## src/include/ecc_map.svh

```systemverilog
`ifndef ECC_MAP_SVH
`define ECC_MAP_SVH

// APB word addresses of the scratchpad

// Data window, DEPTH words of corrected data
localparam logic [7:0] data_base = 8'h00;
// Raw window, DEPTH whole codewords
localparam logic [7:0] raw_base = 8'h40;

// Bit 0 selects codec bypass
localparam logic [7:0] ctrl_addr = 8'h80;
// Saturating error counters, any write clears them
localparam logic [7:0] sbit_cnt_addr = 8'h81;
localparam logic [7:0] dbit_cnt_addr = 8'h82;
localparam logic [7:0] last_err_addr = 8'h83;

// Flag positions in a data window read word
localparam int rd_sbit_bit = 16;
localparam int rd_dbit_bit = 17;

`endif

```

## src/logic/ecc_pkg.sv

```systemverilog
package ecc_pkg;

    // SEC-DED code geometry
    localparam int data_w = 10;
    localparam int parity_w = 5;
    localparam int code_w = data_w + parity_w;

    // APB data width and word address width
    localparam int bus_w = 32;
    localparam int addr_w = 8;

    typedef struct packed {
        logic [parity_w-1:0] parity;
        logic [data_w-1:0]   data;
    } ecc_fields_t;

    // A stored codeword, split on the normal path and whole in the raw window
    typedef union packed {
        ecc_fields_t         fields;
        logic [code_w-1:0]   raw;
    } ecc_word_u;

endpackage

```

## src/logic/ecc_codec.sv

```systemverilog
`timescale 1ns/10ps

module ecc_codec
    import ecc_pkg::*;
(
    input  logic [data_w-1:0]   data_in,
    input  logic [parity_w-1:0] parity_in,
    input  logic                bypass,
    output logic [data_w-1:0]   data_out,
    output logic [parity_w-1:0] parity_out,
    output logic                sbit_err,
    output logic                dbit_err
);

    // Check matrix column of each data bit, bit j set when parity bit j covers it.
    // Every column has weight 3, so no data error looks like a parity bit error
    localparam logic [parity_w-1:0] h_col [data_w] = '{
        5'b10011,
        5'b10101,
        5'b10110,
        5'b00111,
        5'b11001,
        5'b11010,
        5'b01011,
        5'b11100,
        5'b01101,
        5'b01110
    };

    logic [parity_w-1:0] syndrome;
    logic [data_w-1:0]   flip;
    logic                single;

    // Parity is the XOR of the columns of all set data bits
    always_comb begin
        parity_out = '0;
        for (int i = 0; i < data_w; i++) begin
            parity_out = parity_out ^ (h_col[i] & {parity_w{data_in[i]}});
        end
    end

    assign syndrome = parity_in ^ parity_out;

    always_comb begin
        flip = '0;
        for (int i = 0; i < data_w; i++) begin
            if (syndrome == h_col[i]) begin
                flip[i] = 1'b1;
            end
        end
    end

    // A matching column is a data bit error, a lone syndrome bit is a parity bit error
    assign single = (|flip) || $onehot(syndrome);

    assign data_out = bypass ? data_in : data_in ^ flip;
    assign sbit_err = ~bypass & single;
    assign dbit_err = ~bypass & (syndrome != '0) & ~single;

endmodule

```

## src/logic/ecc_store.sv

```systemverilog
`timescale 1ns/10ps

module ecc_store
    import ecc_pkg::*;
#(
    parameter int DEPTH = 16,
    localparam int aw = $clog2(DEPTH)
) (
    input  logic            pclk,
    input  logic            we,
    input  logic [aw-1:0]   waddr,
    input  ecc_word_u       wdata,
    input  logic [aw-1:0]   raddr,
    output ecc_word_u       rdata
);

    ecc_word_u mem [DEPTH];

    // One write port and a registered read that follows raddr by one clock
    always_ff @(posedge pclk) begin
        if (we) begin
            mem[waddr] <= wdata;
        end
        rdata <= mem[raddr];
    end

endmodule

```

## src/logic/ecc_apb_port.sv

```systemverilog
`timescale 1ns/10ps

`include "ecc_map.svh"

module ecc_apb_port
    import ecc_pkg::*;
#(
    parameter int DEPTH = 16,
    localparam int aw = $clog2(DEPTH)
) (
    input  logic                pclk,
    input  logic                rst,
    input  logic                psel,
    input  logic                penable,
    input  logic                pwrite,
    input  logic [addr_w-1:0]   paddr,
    input  logic [bus_w-1:0]    pwdata,
    output logic [bus_w-1:0]    prdata,
    output logic                pready,
    output logic                pslverr,
    output logic                mem_we,
    output logic [aw-1:0]       mem_waddr,
    output ecc_word_u           mem_wdata,
    output logic [aw-1:0]       mem_raddr,
    input  ecc_word_u           mem_rdata,
    output logic [data_w-1:0]   codec_data,
    output logic [parity_w-1:0] codec_parity,
    output logic                bypass,
    input  logic [data_w-1:0]   codec_out,
    input  logic [parity_w-1:0] codec_parity_out,
    input  logic                sbit_err,
    input  logic                dbit_err
);

    localparam int cnt_w = 16;

    logic              setup;
    logic              access;
    logic              done;
    logic              in_data;
    logic              in_raw;
    logic              in_reg;
    logic              unmapped;
    logic              win_rd;
    logic              rd_fire;
    logic [aw-1:0]     idx;
    logic [cnt_w-1:0]  sbit_cnt;
    logic [cnt_w-1:0]  dbit_cnt;
    logic [aw-1:0]     last_err;
    logic [bus_w-1:0]  rd_word;

    assign setup  = psel & ~penable;
    assign access = psel & penable;
    assign done   = access & pready;

    assign in_data  = (paddr >= data_base) && (paddr < data_base + DEPTH);
    assign in_raw   = (paddr >= raw_base) && (paddr < raw_base + DEPTH);
    assign in_reg   = paddr inside {ctrl_addr, sbit_cnt_addr, dbit_cnt_addr, last_err_addr};
    assign unmapped = ~(in_data | in_raw | in_reg);

    // Window reads wait one access cycle for the store and rd_fire ends that wait
    assign win_rd  = ~pwrite & (in_data | in_raw);
    assign rd_fire = access & ~pready & win_rd;

    // Both windows are aligned to 64 words and the index is the low address bits
    assign idx = paddr[aw-1:0];

    // The read address is presented from the setup cycle on
    assign mem_raddr = idx;
    assign mem_waddr = idx;
    assign mem_we    = done & pwrite & (in_data | in_raw);

    always_comb begin
        if (in_raw) begin
            mem_wdata.raw = pwdata[code_w-1:0];
        end else begin
            mem_wdata.fields.parity = codec_parity_out;
            mem_wdata.fields.data = pwdata[data_w-1:0];
        end
    end

    // The codec encodes write data and checks stored words with the same logic
    assign codec_data   = (pwrite & in_data) ? pwdata[data_w-1:0] : mem_rdata.fields.data;
    assign codec_parity = mem_rdata.fields.parity;

    always_comb begin
        rd_word = '0;
        if (in_data) begin
            rd_word[data_w-1:0] = codec_out;
            rd_word[rd_sbit_bit] = sbit_err;
            rd_word[rd_dbit_bit] = dbit_err;
        end else if (in_raw) begin
            rd_word[code_w-1:0] = mem_rdata.raw;
        end else begin
            case (paddr)
                ctrl_addr:     rd_word[0] = bypass;
                sbit_cnt_addr: rd_word[cnt_w-1:0] = sbit_cnt;
                dbit_cnt_addr: rd_word[cnt_w-1:0] = dbit_cnt;
                last_err_addr: rd_word[aw-1:0] = last_err;
                default:       rd_word = '0;
            endcase
        end
    end

    always_ff @(posedge pclk) begin
        if (rst) begin
            pready <= 1'b0;
            pslverr <= 1'b0;
            bypass <= 1'b0;
            sbit_cnt <= '0;
            dbit_cnt <= '0;
            last_err <= '0;
        end else begin
            // Writes, register reads and unmapped accesses finish in the first access cycle
            pready <= (setup & ~win_rd) | rd_fire;
            pslverr <= (setup & ~win_rd & unmapped) | (rd_fire & in_data & dbit_err);

            if (done & pwrite) begin
                case (paddr)
                    ctrl_addr:     bypass <= pwdata[0];
                    sbit_cnt_addr: sbit_cnt <= '0;
                    dbit_cnt_addr: dbit_cnt <= '0;
                    default:       ;
                endcase
            end

            if (rd_fire && in_data) begin
                if (sbit_err && (sbit_cnt != '1)) begin
                    sbit_cnt <= sbit_cnt + 1'b1;
                end
                if (dbit_err && (dbit_cnt != '1)) begin
                    dbit_cnt <= dbit_cnt + 1'b1;
                end
                if (sbit_err || dbit_err) begin
                    last_err <= idx;
                end
            end
        end
    end

    always_ff @(posedge pclk) begin
        if ((setup & ~win_rd) | rd_fire) begin
            prdata <= pwrite ? '0 : rd_word;
        end
    end

endmodule

```

## src/logic/ecc_scratchpad.sv

```systemverilog
`timescale 1ns/10ps

module ecc_scratchpad
    import ecc_pkg::*;
#(
    parameter int DEPTH = 16,
    localparam int aw = $clog2(DEPTH)
) (
    input  logic                pclk,
    input  logic                rst,
    input  logic                psel,
    input  logic                penable,
    input  logic                pwrite,
    input  logic [addr_w-1:0]   paddr,
    input  logic [bus_w-1:0]    pwdata,
    output logic [bus_w-1:0]    prdata,
    output logic                pready,
    output logic                pslverr
);

    logic                mem_we;
    logic [aw-1:0]       mem_waddr;
    ecc_word_u           mem_wdata;
    logic [aw-1:0]       mem_raddr;
    ecc_word_u           mem_rdata;
    logic [data_w-1:0]   codec_data;
    logic [parity_w-1:0] codec_parity;
    logic                bypass;
    logic [data_w-1:0]   codec_out;
    logic [parity_w-1:0] codec_parity_out;
    logic                sbit_err;
    logic                dbit_err;

    ecc_apb_port #(
        .DEPTH(DEPTH)
    ) port0 (
        .pclk(pclk),
        .rst(rst),
        .psel(psel),
        .penable(penable),
        .pwrite(pwrite),
        .paddr(paddr),
        .pwdata(pwdata),
        .prdata(prdata),
        .pready(pready),
        .pslverr(pslverr),
        .mem_we(mem_we),
        .mem_waddr(mem_waddr),
        .mem_wdata(mem_wdata),
        .mem_raddr(mem_raddr),
        .mem_rdata(mem_rdata),
        .codec_data(codec_data),
        .codec_parity(codec_parity),
        .bypass(bypass),
        .codec_out(codec_out),
        .codec_parity_out(codec_parity_out),
        .sbit_err(sbit_err),
        .dbit_err(dbit_err)
    );

    ecc_store #(
        .DEPTH(DEPTH)
    ) store0 (
        .pclk(pclk),
        .we(mem_we),
        .waddr(mem_waddr),
        .wdata(mem_wdata),
        .raddr(mem_raddr),
        .rdata(mem_rdata)
    );

    ecc_codec codec0 (
        .data_in(codec_data),
        .parity_in(codec_parity),
        .bypass(bypass),
        .data_out(codec_out),
        .parity_out(codec_parity_out),
        .sbit_err(sbit_err),
        .dbit_err(dbit_err)
    );

endmodule

```

## config.mk

```make
export PLATFORM = sky130hd
export DESIGN_NAME = ecc_scratchpad
export DESIGN_NICKNAME = d
export VERILOG_FILES = /design/src/logic/ecc_pkg.sv /design/src/logic/ecc_codec.sv /design/src/logic/ecc_store.sv /design/src/logic/ecc_apb_port.sv /design/src/logic/ecc_scratchpad.sv
export VERILOG_INCLUDE_DIRS = /design/src /design/src/include
export SDC_FILE = /design/constraint.sdc
export NUM_CORES = 1
export LEC_CHECK = 0
export ABC_AREA = 1
export BUFFER_PORTS_ARGS = -buffer_cell sky130_fd_sc_hd__buf_2
export CAP_MARGIN = 25
export CORE_ASPECT_RATIO = 0.9
export CORE_UTILIZATION = 44
export DETAILED_ROUTE_END_ITERATION = 16
export SYNTH_ARGS = -nofsm -noshare
export SYNTH_HDL_FRONTEND = slang
export SYNTH_SLANG_ARGS = --single-unit
```

## constraint.sdc

```tcl
create_clock -name pclk -period 5.4 [get_ports pclk]
set_input_delay 1.08 -clock pclk [delete_from_list [all_inputs] [get_ports pclk]]
set_output_delay 1.08 -clock pclk [all_outputs]
set_load 0.05 [all_outputs]
```

==> Word level (Yosys, flattened, before mapping) <==
Memory sizes are Yosys's and may differ from the RTL's. A register that Yosys moved wholly into a read port is not among the register bits.
Cells that the tools add are included.
{ "classes": {"magnitude_cmp": 4, "n_eq_ne": 17, "bitwise_logic": 38, "n_mux": 29, "n_reduce_logical": 14, "add_sub_neg": 6} }
{ "op_table": {"columns": ["operator", "n"], "rows": [
  ["16-bit two-way mux", 8],
  ["16-bit by 1-bit adder with 16-bit output (second input constant)", 2],
  ["8-bit equality test (second input constant)", 4],
  ["16-bit inequality test (second input constant)", 2],
  ["5-bit equality test (second input constant)", 6],
  ["10-bit two-way mux", 3],
  ["15-bit two-way mux", 2],
  ["5-bit bitwise XOR", 6],
  ["12-bit case mux with 2 select lines", 1],
  ["1-bit AND", 16],
  ["5-bit by 4-bit equality test with 1-bit output (second input constant)", 3],
  ["5-bit by 4-bit bitwise XOR with 5-bit output", 3],
  ["1-bit two-way mux", 12],
  ["10-bit OR reduction", 1],
  ["10-bit bitwise XOR", 1],
  ["3-bit case mux with 3 select lines", 1],
  ["8-bit by 1-bit >= comparator with 1-bit output (second input constant)", 1],
  ["8-bit by 7-bit >= comparator with 1-bit output (second input constant)", 1],
  ["8-bit by 5-bit less-than comparator with 1-bit output (second input constant)", 1],
  ["8-bit by 7-bit less-than comparator with 1-bit output (second input constant)", 1],
  ["1-bit NOT", 7],
  ["5-bit by 3-bit equality test with 1-bit output (second input constant)", 1],
  ["1-bit logical AND", 5],
  ["5-bit nonzero test", 1],
  ["13 further kinds", 19]
]} }
{ "word_totals": {"regBits": 71, "memories": 1, "mem_bits_rw": 240, "input_bits": 45, "word_cells": 118, "out_inout_bits": 34} }
{ "mem_list": {"columns": ["name", "words", "width", "rd", "rd_ports_with_merged_regs", "write_ports", "line", "source"], "rows": [
  ["store0.mem", 16, 15, 1, 1, 1, "ecc_store.sv:17", "ecc_word_u mem [DEPTH];"]
]} }

==> Logic depth before layout (Yosys ltp) <==
{ "logic_depth": {"ltp_word": 24, "depth_mapped": 28, "mapped_depth_nobuf": 27} }

==> Modules after synthesis <==
From an unflattened synthesis, not the netlist that was laid out.
{ "unflattened": {"cells_unflattened": 1831, "hier_area_um2": 15745.1} }
{ "by_module_without_submodules": {"columns": ["mod", "instances", "area_per_inst_um2", "seq_area_each_um2", "cells_per_inst"], "rows": [
  ["ecc_store", 1, 10611.4, 7507.2, 1009],
  ["ecc_apb_port", 1, 4110.2, 1321.3, 632],
  ["ecc_codec", 1, 1023.5, 0.0, 190]
]} }

==> Worst setup path after synthesis <==
No wires, ideal clock.
{ "synth_timing": {"path_kind": "input-to-reg", "from": "input port paddr[4]", "to": "register port0.dbit_cnt[4]", "arrival_time_ps": 4641, "setup_time_ps": 109, "n_path_buf": 2, "slack_ps": 650, "stages": 25, "required_time_ps": 5291, "path_cell_list": "nor2_4 > nand3_4 > buf_6 > nand2_1 > nand2_2 > nand2_1 > nand2_1 > xnor2_1 > xor2_1 > xor2_1 > inv_1 > ha_1 > fa_1 > fa_1 > nand3b_1 > o21ai_1 > nor2_2 > nand3_2 > nor2_8 > nand3_4 > buf_6 > nand2_1 > nand3_1 > nand2_1 > inv_1"} }
{ "synth_via": {"elab_chain_len": 24, "elab_cells_between_ends": 59, "classes_between": "add/sub: 4; order compare: 4; eq/ne: 12; mux: 15; bitwise: 17; reduce/logical: 7"} }
{ "synth_rtl": {"columns": ["element", "line", "source"], "rows": [
  ["start, declared", "ecc_scratchpad.sv:14", "input logic [addr_w-1:0] paddr,"],
  ["8-bit by 1-bit >= comparator with 1-bit output or 8-bit by 5-bit less-than comparator with 1-bit output (tied branches)", "ecc_apb_port.sv:56", "assign in_data = (paddr >= data_base) && (paddr < data_base + DEPTH);"],
  ["1-bit logical AND", "ecc_apb_port.sv:56", null],
  ["1-bit AND", "ecc_apb_port.sv:83", "assign codec_data = (pwrite & in_data) ? pwdata[data_w-1:0] : mem_rdata.fields.data;"],
  ["10-bit two-way mux", "ecc_apb_port.sv:83", null],
  ["5-bit bitwise XOR (2 in series)", "ecc_codec.sv:38", "parity_out = parity_out ^ (h_col[i] & {parity_w{data_in[i]}});"],
  ["5-bit by 3-bit bitwise XOR with 5-bit output", "ecc_codec.sv:38", null],
  ["5-bit bitwise XOR (2 in series)", "ecc_codec.sv:38", null],
  ["5-bit by 4-bit bitwise XOR with 5-bit output", "ecc_codec.sv:38", null],
  ["[... 6 more ...]", null, null],
  ["3-bit by 1-bit adder with 3-bit output (not written as such)", "ecc_codec.sv:54", "assign single = (|flip) || $onehot(syndrome);"],
  ["3-bit by 1-bit equality test with 1-bit output", "ecc_codec.sv:54", null],
  ["1-bit logical OR", "ecc_codec.sv:54", null],
  ["1-bit NOT", "ecc_codec.sv:58", "assign dbit_err = ~bypass & (syndrome != '0) & ~single;"],
  ["1-bit AND", "ecc_codec.sv:58", null],
  ["1-bit logical AND", "ecc_apb_port.sv:131", "if (dbit_err && (dbit_cnt != '1)) begin"],
  ["16-bit two-way mux", "ecc_apb_port.sv:131", null],
  ["16-bit two-way mux (*)", "ecc_apb_port.sv:127", "if (rd_fire && in_data) begin"],
  ["end signal, assigned", "ecc_apb_port.sv:132", "dbit_cnt <= dbit_cnt + 1'b1;"],
  ["end, declared", "ecc_apb_port.sv:48", "logic [cnt_w-1:0] dbit_cnt;"]
]} }
Every way passes the cells marked *; elsewhere a longest branch is shown, timed or not.
A chain may end at the register's enable or synchronous reset.

==> Worst setup path in the final report <==
{ "layout_timing": {"from": "input port paddr[4]", "to": "register port0.dbit_cnt[7]"} }
The elaborated chain is that of the path after synthesis.

==> flow_summary.yaml <==
outcome:
  status: "complete, no violations"
setup_path:
  crit_top_cell: "nand2_1"
  cp_slowest_stage_delay_ns: 0.45
  endpoint_kind: "flip-flop"
  crit_family: "simple AND/OR/NAND/NOR gates"
  timing.setup.critical_path_class: "primary input to flip-flop"
  critPathBufInv: 3
  critical_path.startpoint_type: "primary input"
  crit_path_cell_trace: "buf_2, nor2_4, nand3_4, o21ai_1, nand2_1, nand2_1, xnor2_1, xor2_1, xor2_1, inv_1, ha_1, fa_1, fa_1, nand3b_1, o21ai_1, nor2_2, nand3_2, nor2_8, nand3_4, nand2_1, nand3_1, nand2_1, inv_1"
  crit_path_top_delay_cell: "fa_1"
  cp_data_arrival_time_ns: 5.19
  timing.critical_path.required_ns: 5.80
  critical_path.max_fanout: 21
power:
  power_density_mw_per_mm2: 400
  fin_total_pwr_mw: 6.51
  p_leak_nw: 6.05
  max_ir_drop_vdd_uv: 307
clock_tree:
  cts_made_buffers: 35
  cts-root-to-sink-buffers: 3
  clock_sinks: 312
  postCtsHoldBufs: 0
  clkSlewWorstSetupHoldPaths_ns: 0.06
  cts-htree-levels: 2
  clock_latency_at_the_later_pin_of_the_worst_skew_pair_ns: 0.52
  clock_tree.root_cell: "clkbuf_16"
  cts_tree: "yes"
  post_cts.repair.setup_buffers: 0
  cts_repair_resize_count: 0
run:
  max-cap-violations: 0
global_route:
  grt_pass1_vias: 9781
  groute.usage.overall: 0.233
  grt_pass1_wl_um: 58000
  grt_start_max_net_pins: 62
  gr-total-overflow: 0
  antenna_found_initial: 1
logic_synthesis:
  synth_top_area_cell: "edfxtp_1"
  ys_ff_latch: 312
  ys_dominant_reg_cell: "edfxtp_1"
  netlist_instances: 1336
  ys_warn_count: 0
  synthDistinctLibCells: 42
  synth.area.top_cells: "edfxtp_1 54%, dfxtp_1 7.6%, a22oi_1 6.3%"
  synth-edff-count: 258
  synth.cells.most_frequent: "258 x edfxtp_1, 204 x nand2_1, 120 x a22oi_1"
  synth.cell_area_mm2: 0.0142
  async_flop_share: 0
  synth_largest_type_area_fraction: 0.544
  synthesis.area_per_instance_um2: 10.7
  yosys.cell_count.top_type: "edfxtp_1"
  seq_area_frac_synth: 0.620
detailed_routing:
  num_vias: 10400
  first_pass_iters: 6
  initialDrtViolationCount: 1112
  viasPerCell: 5.61
  route.detailed.drc: 0
  detailed_route_wl_um: 38300
  wl_per_cell_um: 20.6
  route.antenna.remaining_nets: 0
floorplanning:
  site_row_count: 62
  chip_height_um: 173
  core_region_area_mm2: 0.0319
  io_pins: 79
  floorplan.initialDensity: 0.447
  die-area_mm2: 0.0331
  horizontal_die_dimension_um: 192
sta:
  period_minus_slack_ns: 4.79
  final.setup_skew_ns: 0.0130
  setup-violations-final: 0
  setup-tns-final_ns: 0
  final_hold_viol_count: 0
  max_slew.worst_pin.slew_ns: 1.13
  report.final.slew_viol_count: 0
  finalCritPeriodShare: 0.886
  maxClockFrequency_ghz: 0.209
  rsz0062_at_grt: "no"
  max_slew_margin: 0.247
placed_design:
  gpl.final_weighted_congestion: 0.928
  placed_cells_incl_taps: 1794
  buffer_ports.inserted: 47
  dp.final_hpwl_um: 24200
cells_and_area:
  fraction_of_final_layout_cells_sized_beyond_drive_strength_1: 0.159
  finish.net_count: 1470
  layout_utilization: 0.511
  stdcell_count: 1860
  layout-area-overhead-vs-synth_pct: 14.4
  n_fill_cell: 2794
min_path:
  min_path_type: "flip-flop to flip-flop"
## state kept, by name (all words and copies together) (netlist names)
signal          cells
store0.rdata       15
port0.pslverr       1
store0.mem        240
port0.dbit_cnt     16
port0.last_err      4
port0.sbit_cnt     16
port0.bypass        1
port0.pready        1
port0.prdata       18
## power breakdown
part / switching [mW] / total [mW] / internal, mW
Combinational: 1.04 / 1.52 / 0.471
Sequential: 0.0187 / 2.72 / 2.70
Clock: 0.941 / 2.27 / 1.33
Total: 2.00 / 6.51 / 4.50
## placed cells by master, fill, tap and decap left out, types with 10 or more instances in the layout
cell type and count:
a21oi_1 95, a22oi_1 120, nand3_1 66, edfxtp_1 258, nand4_1 41, buf_2 47
inv_1 119, nor2_2 21, nand2_2 23, or4_1 15, conb_1 14, clkinv_1 12
clkbuf_16 36, o21ai_0 23, nand2_1 204, inv_2 10, o22ai_1 11, nor2_1 90
xor2_1 30, buf_4 53, dfxtp_1 54, nor3_1 19
## per-stage QoR
stage | hold slack (ns) | setup WS (ns) | area, um^2
floorplan | 0.513 | 0.650 | 14300
global placement | 0.531 | 0.166 | 15100
detailed placement | 0.546 | 0.117 | 15100
CTS | 0.559 | 0.627 | 16300
global route | 0.608 | 0.222 | 16300
finish | 0.571 | 0.614 | 16300
## worst paths after layout
path	from	to	slack [ns]	cells past startpoint
worst max-delay path	paddr[4]	port0.dbit_cnt[7]	0.61	23
worst min-delay path	port0.dbit_cnt[0]	port0.dbit_cnt[0]	0.57	3
worst max register to register	store0.rdata[8]	port0.dbit_cnt[7]	1.34	20
worst min register to register	port0.dbit_cnt[0]	port0.dbit_cnt[0]	0.57	3
## cell families (layout without fill, tap and decap cells)
family,Yosys count,after routing,synth area share
xor gates and xnor gates,34,34,0.0209
other,1,15,0.000263
buffers and inverters,207,301,0.0618
and+or+nand+nor,502,502,0.168
adders and majority gates,9,9,0.00896
DFF,312,312,0.620
AOI/OAI and AO/OA,271,271,0.121
## layer usage
metal  global-route usage  vias up  routed length, um
met2                0.354      426              17300
met3               0.0321       57               2830
met4               0.0638        0                771
met5                    0        -                  0
met1                0.349     5044              17400
li1                     -     4914                  -
## final cells by class
class                   count  area [um^2]  area share
clock inverters            18          131     0.00807
multi-input cells         830         4640       0.285
repair buffers            102          681      0.0418
inverters                 135          507      0.0311
diodes                      1         2.50    0.000154
well taps                 416          520      0.0320
flip-flops and latches    312         8830       0.542
clock buffers              46          978      0.0601
## worst min-delay path: cells and delay by family, from the launching register on
kind	cells	cell delay, ns
and+or+nand+nor	3	0.21
DFF	1	0.33
Power figures use the tool's default switching activity.
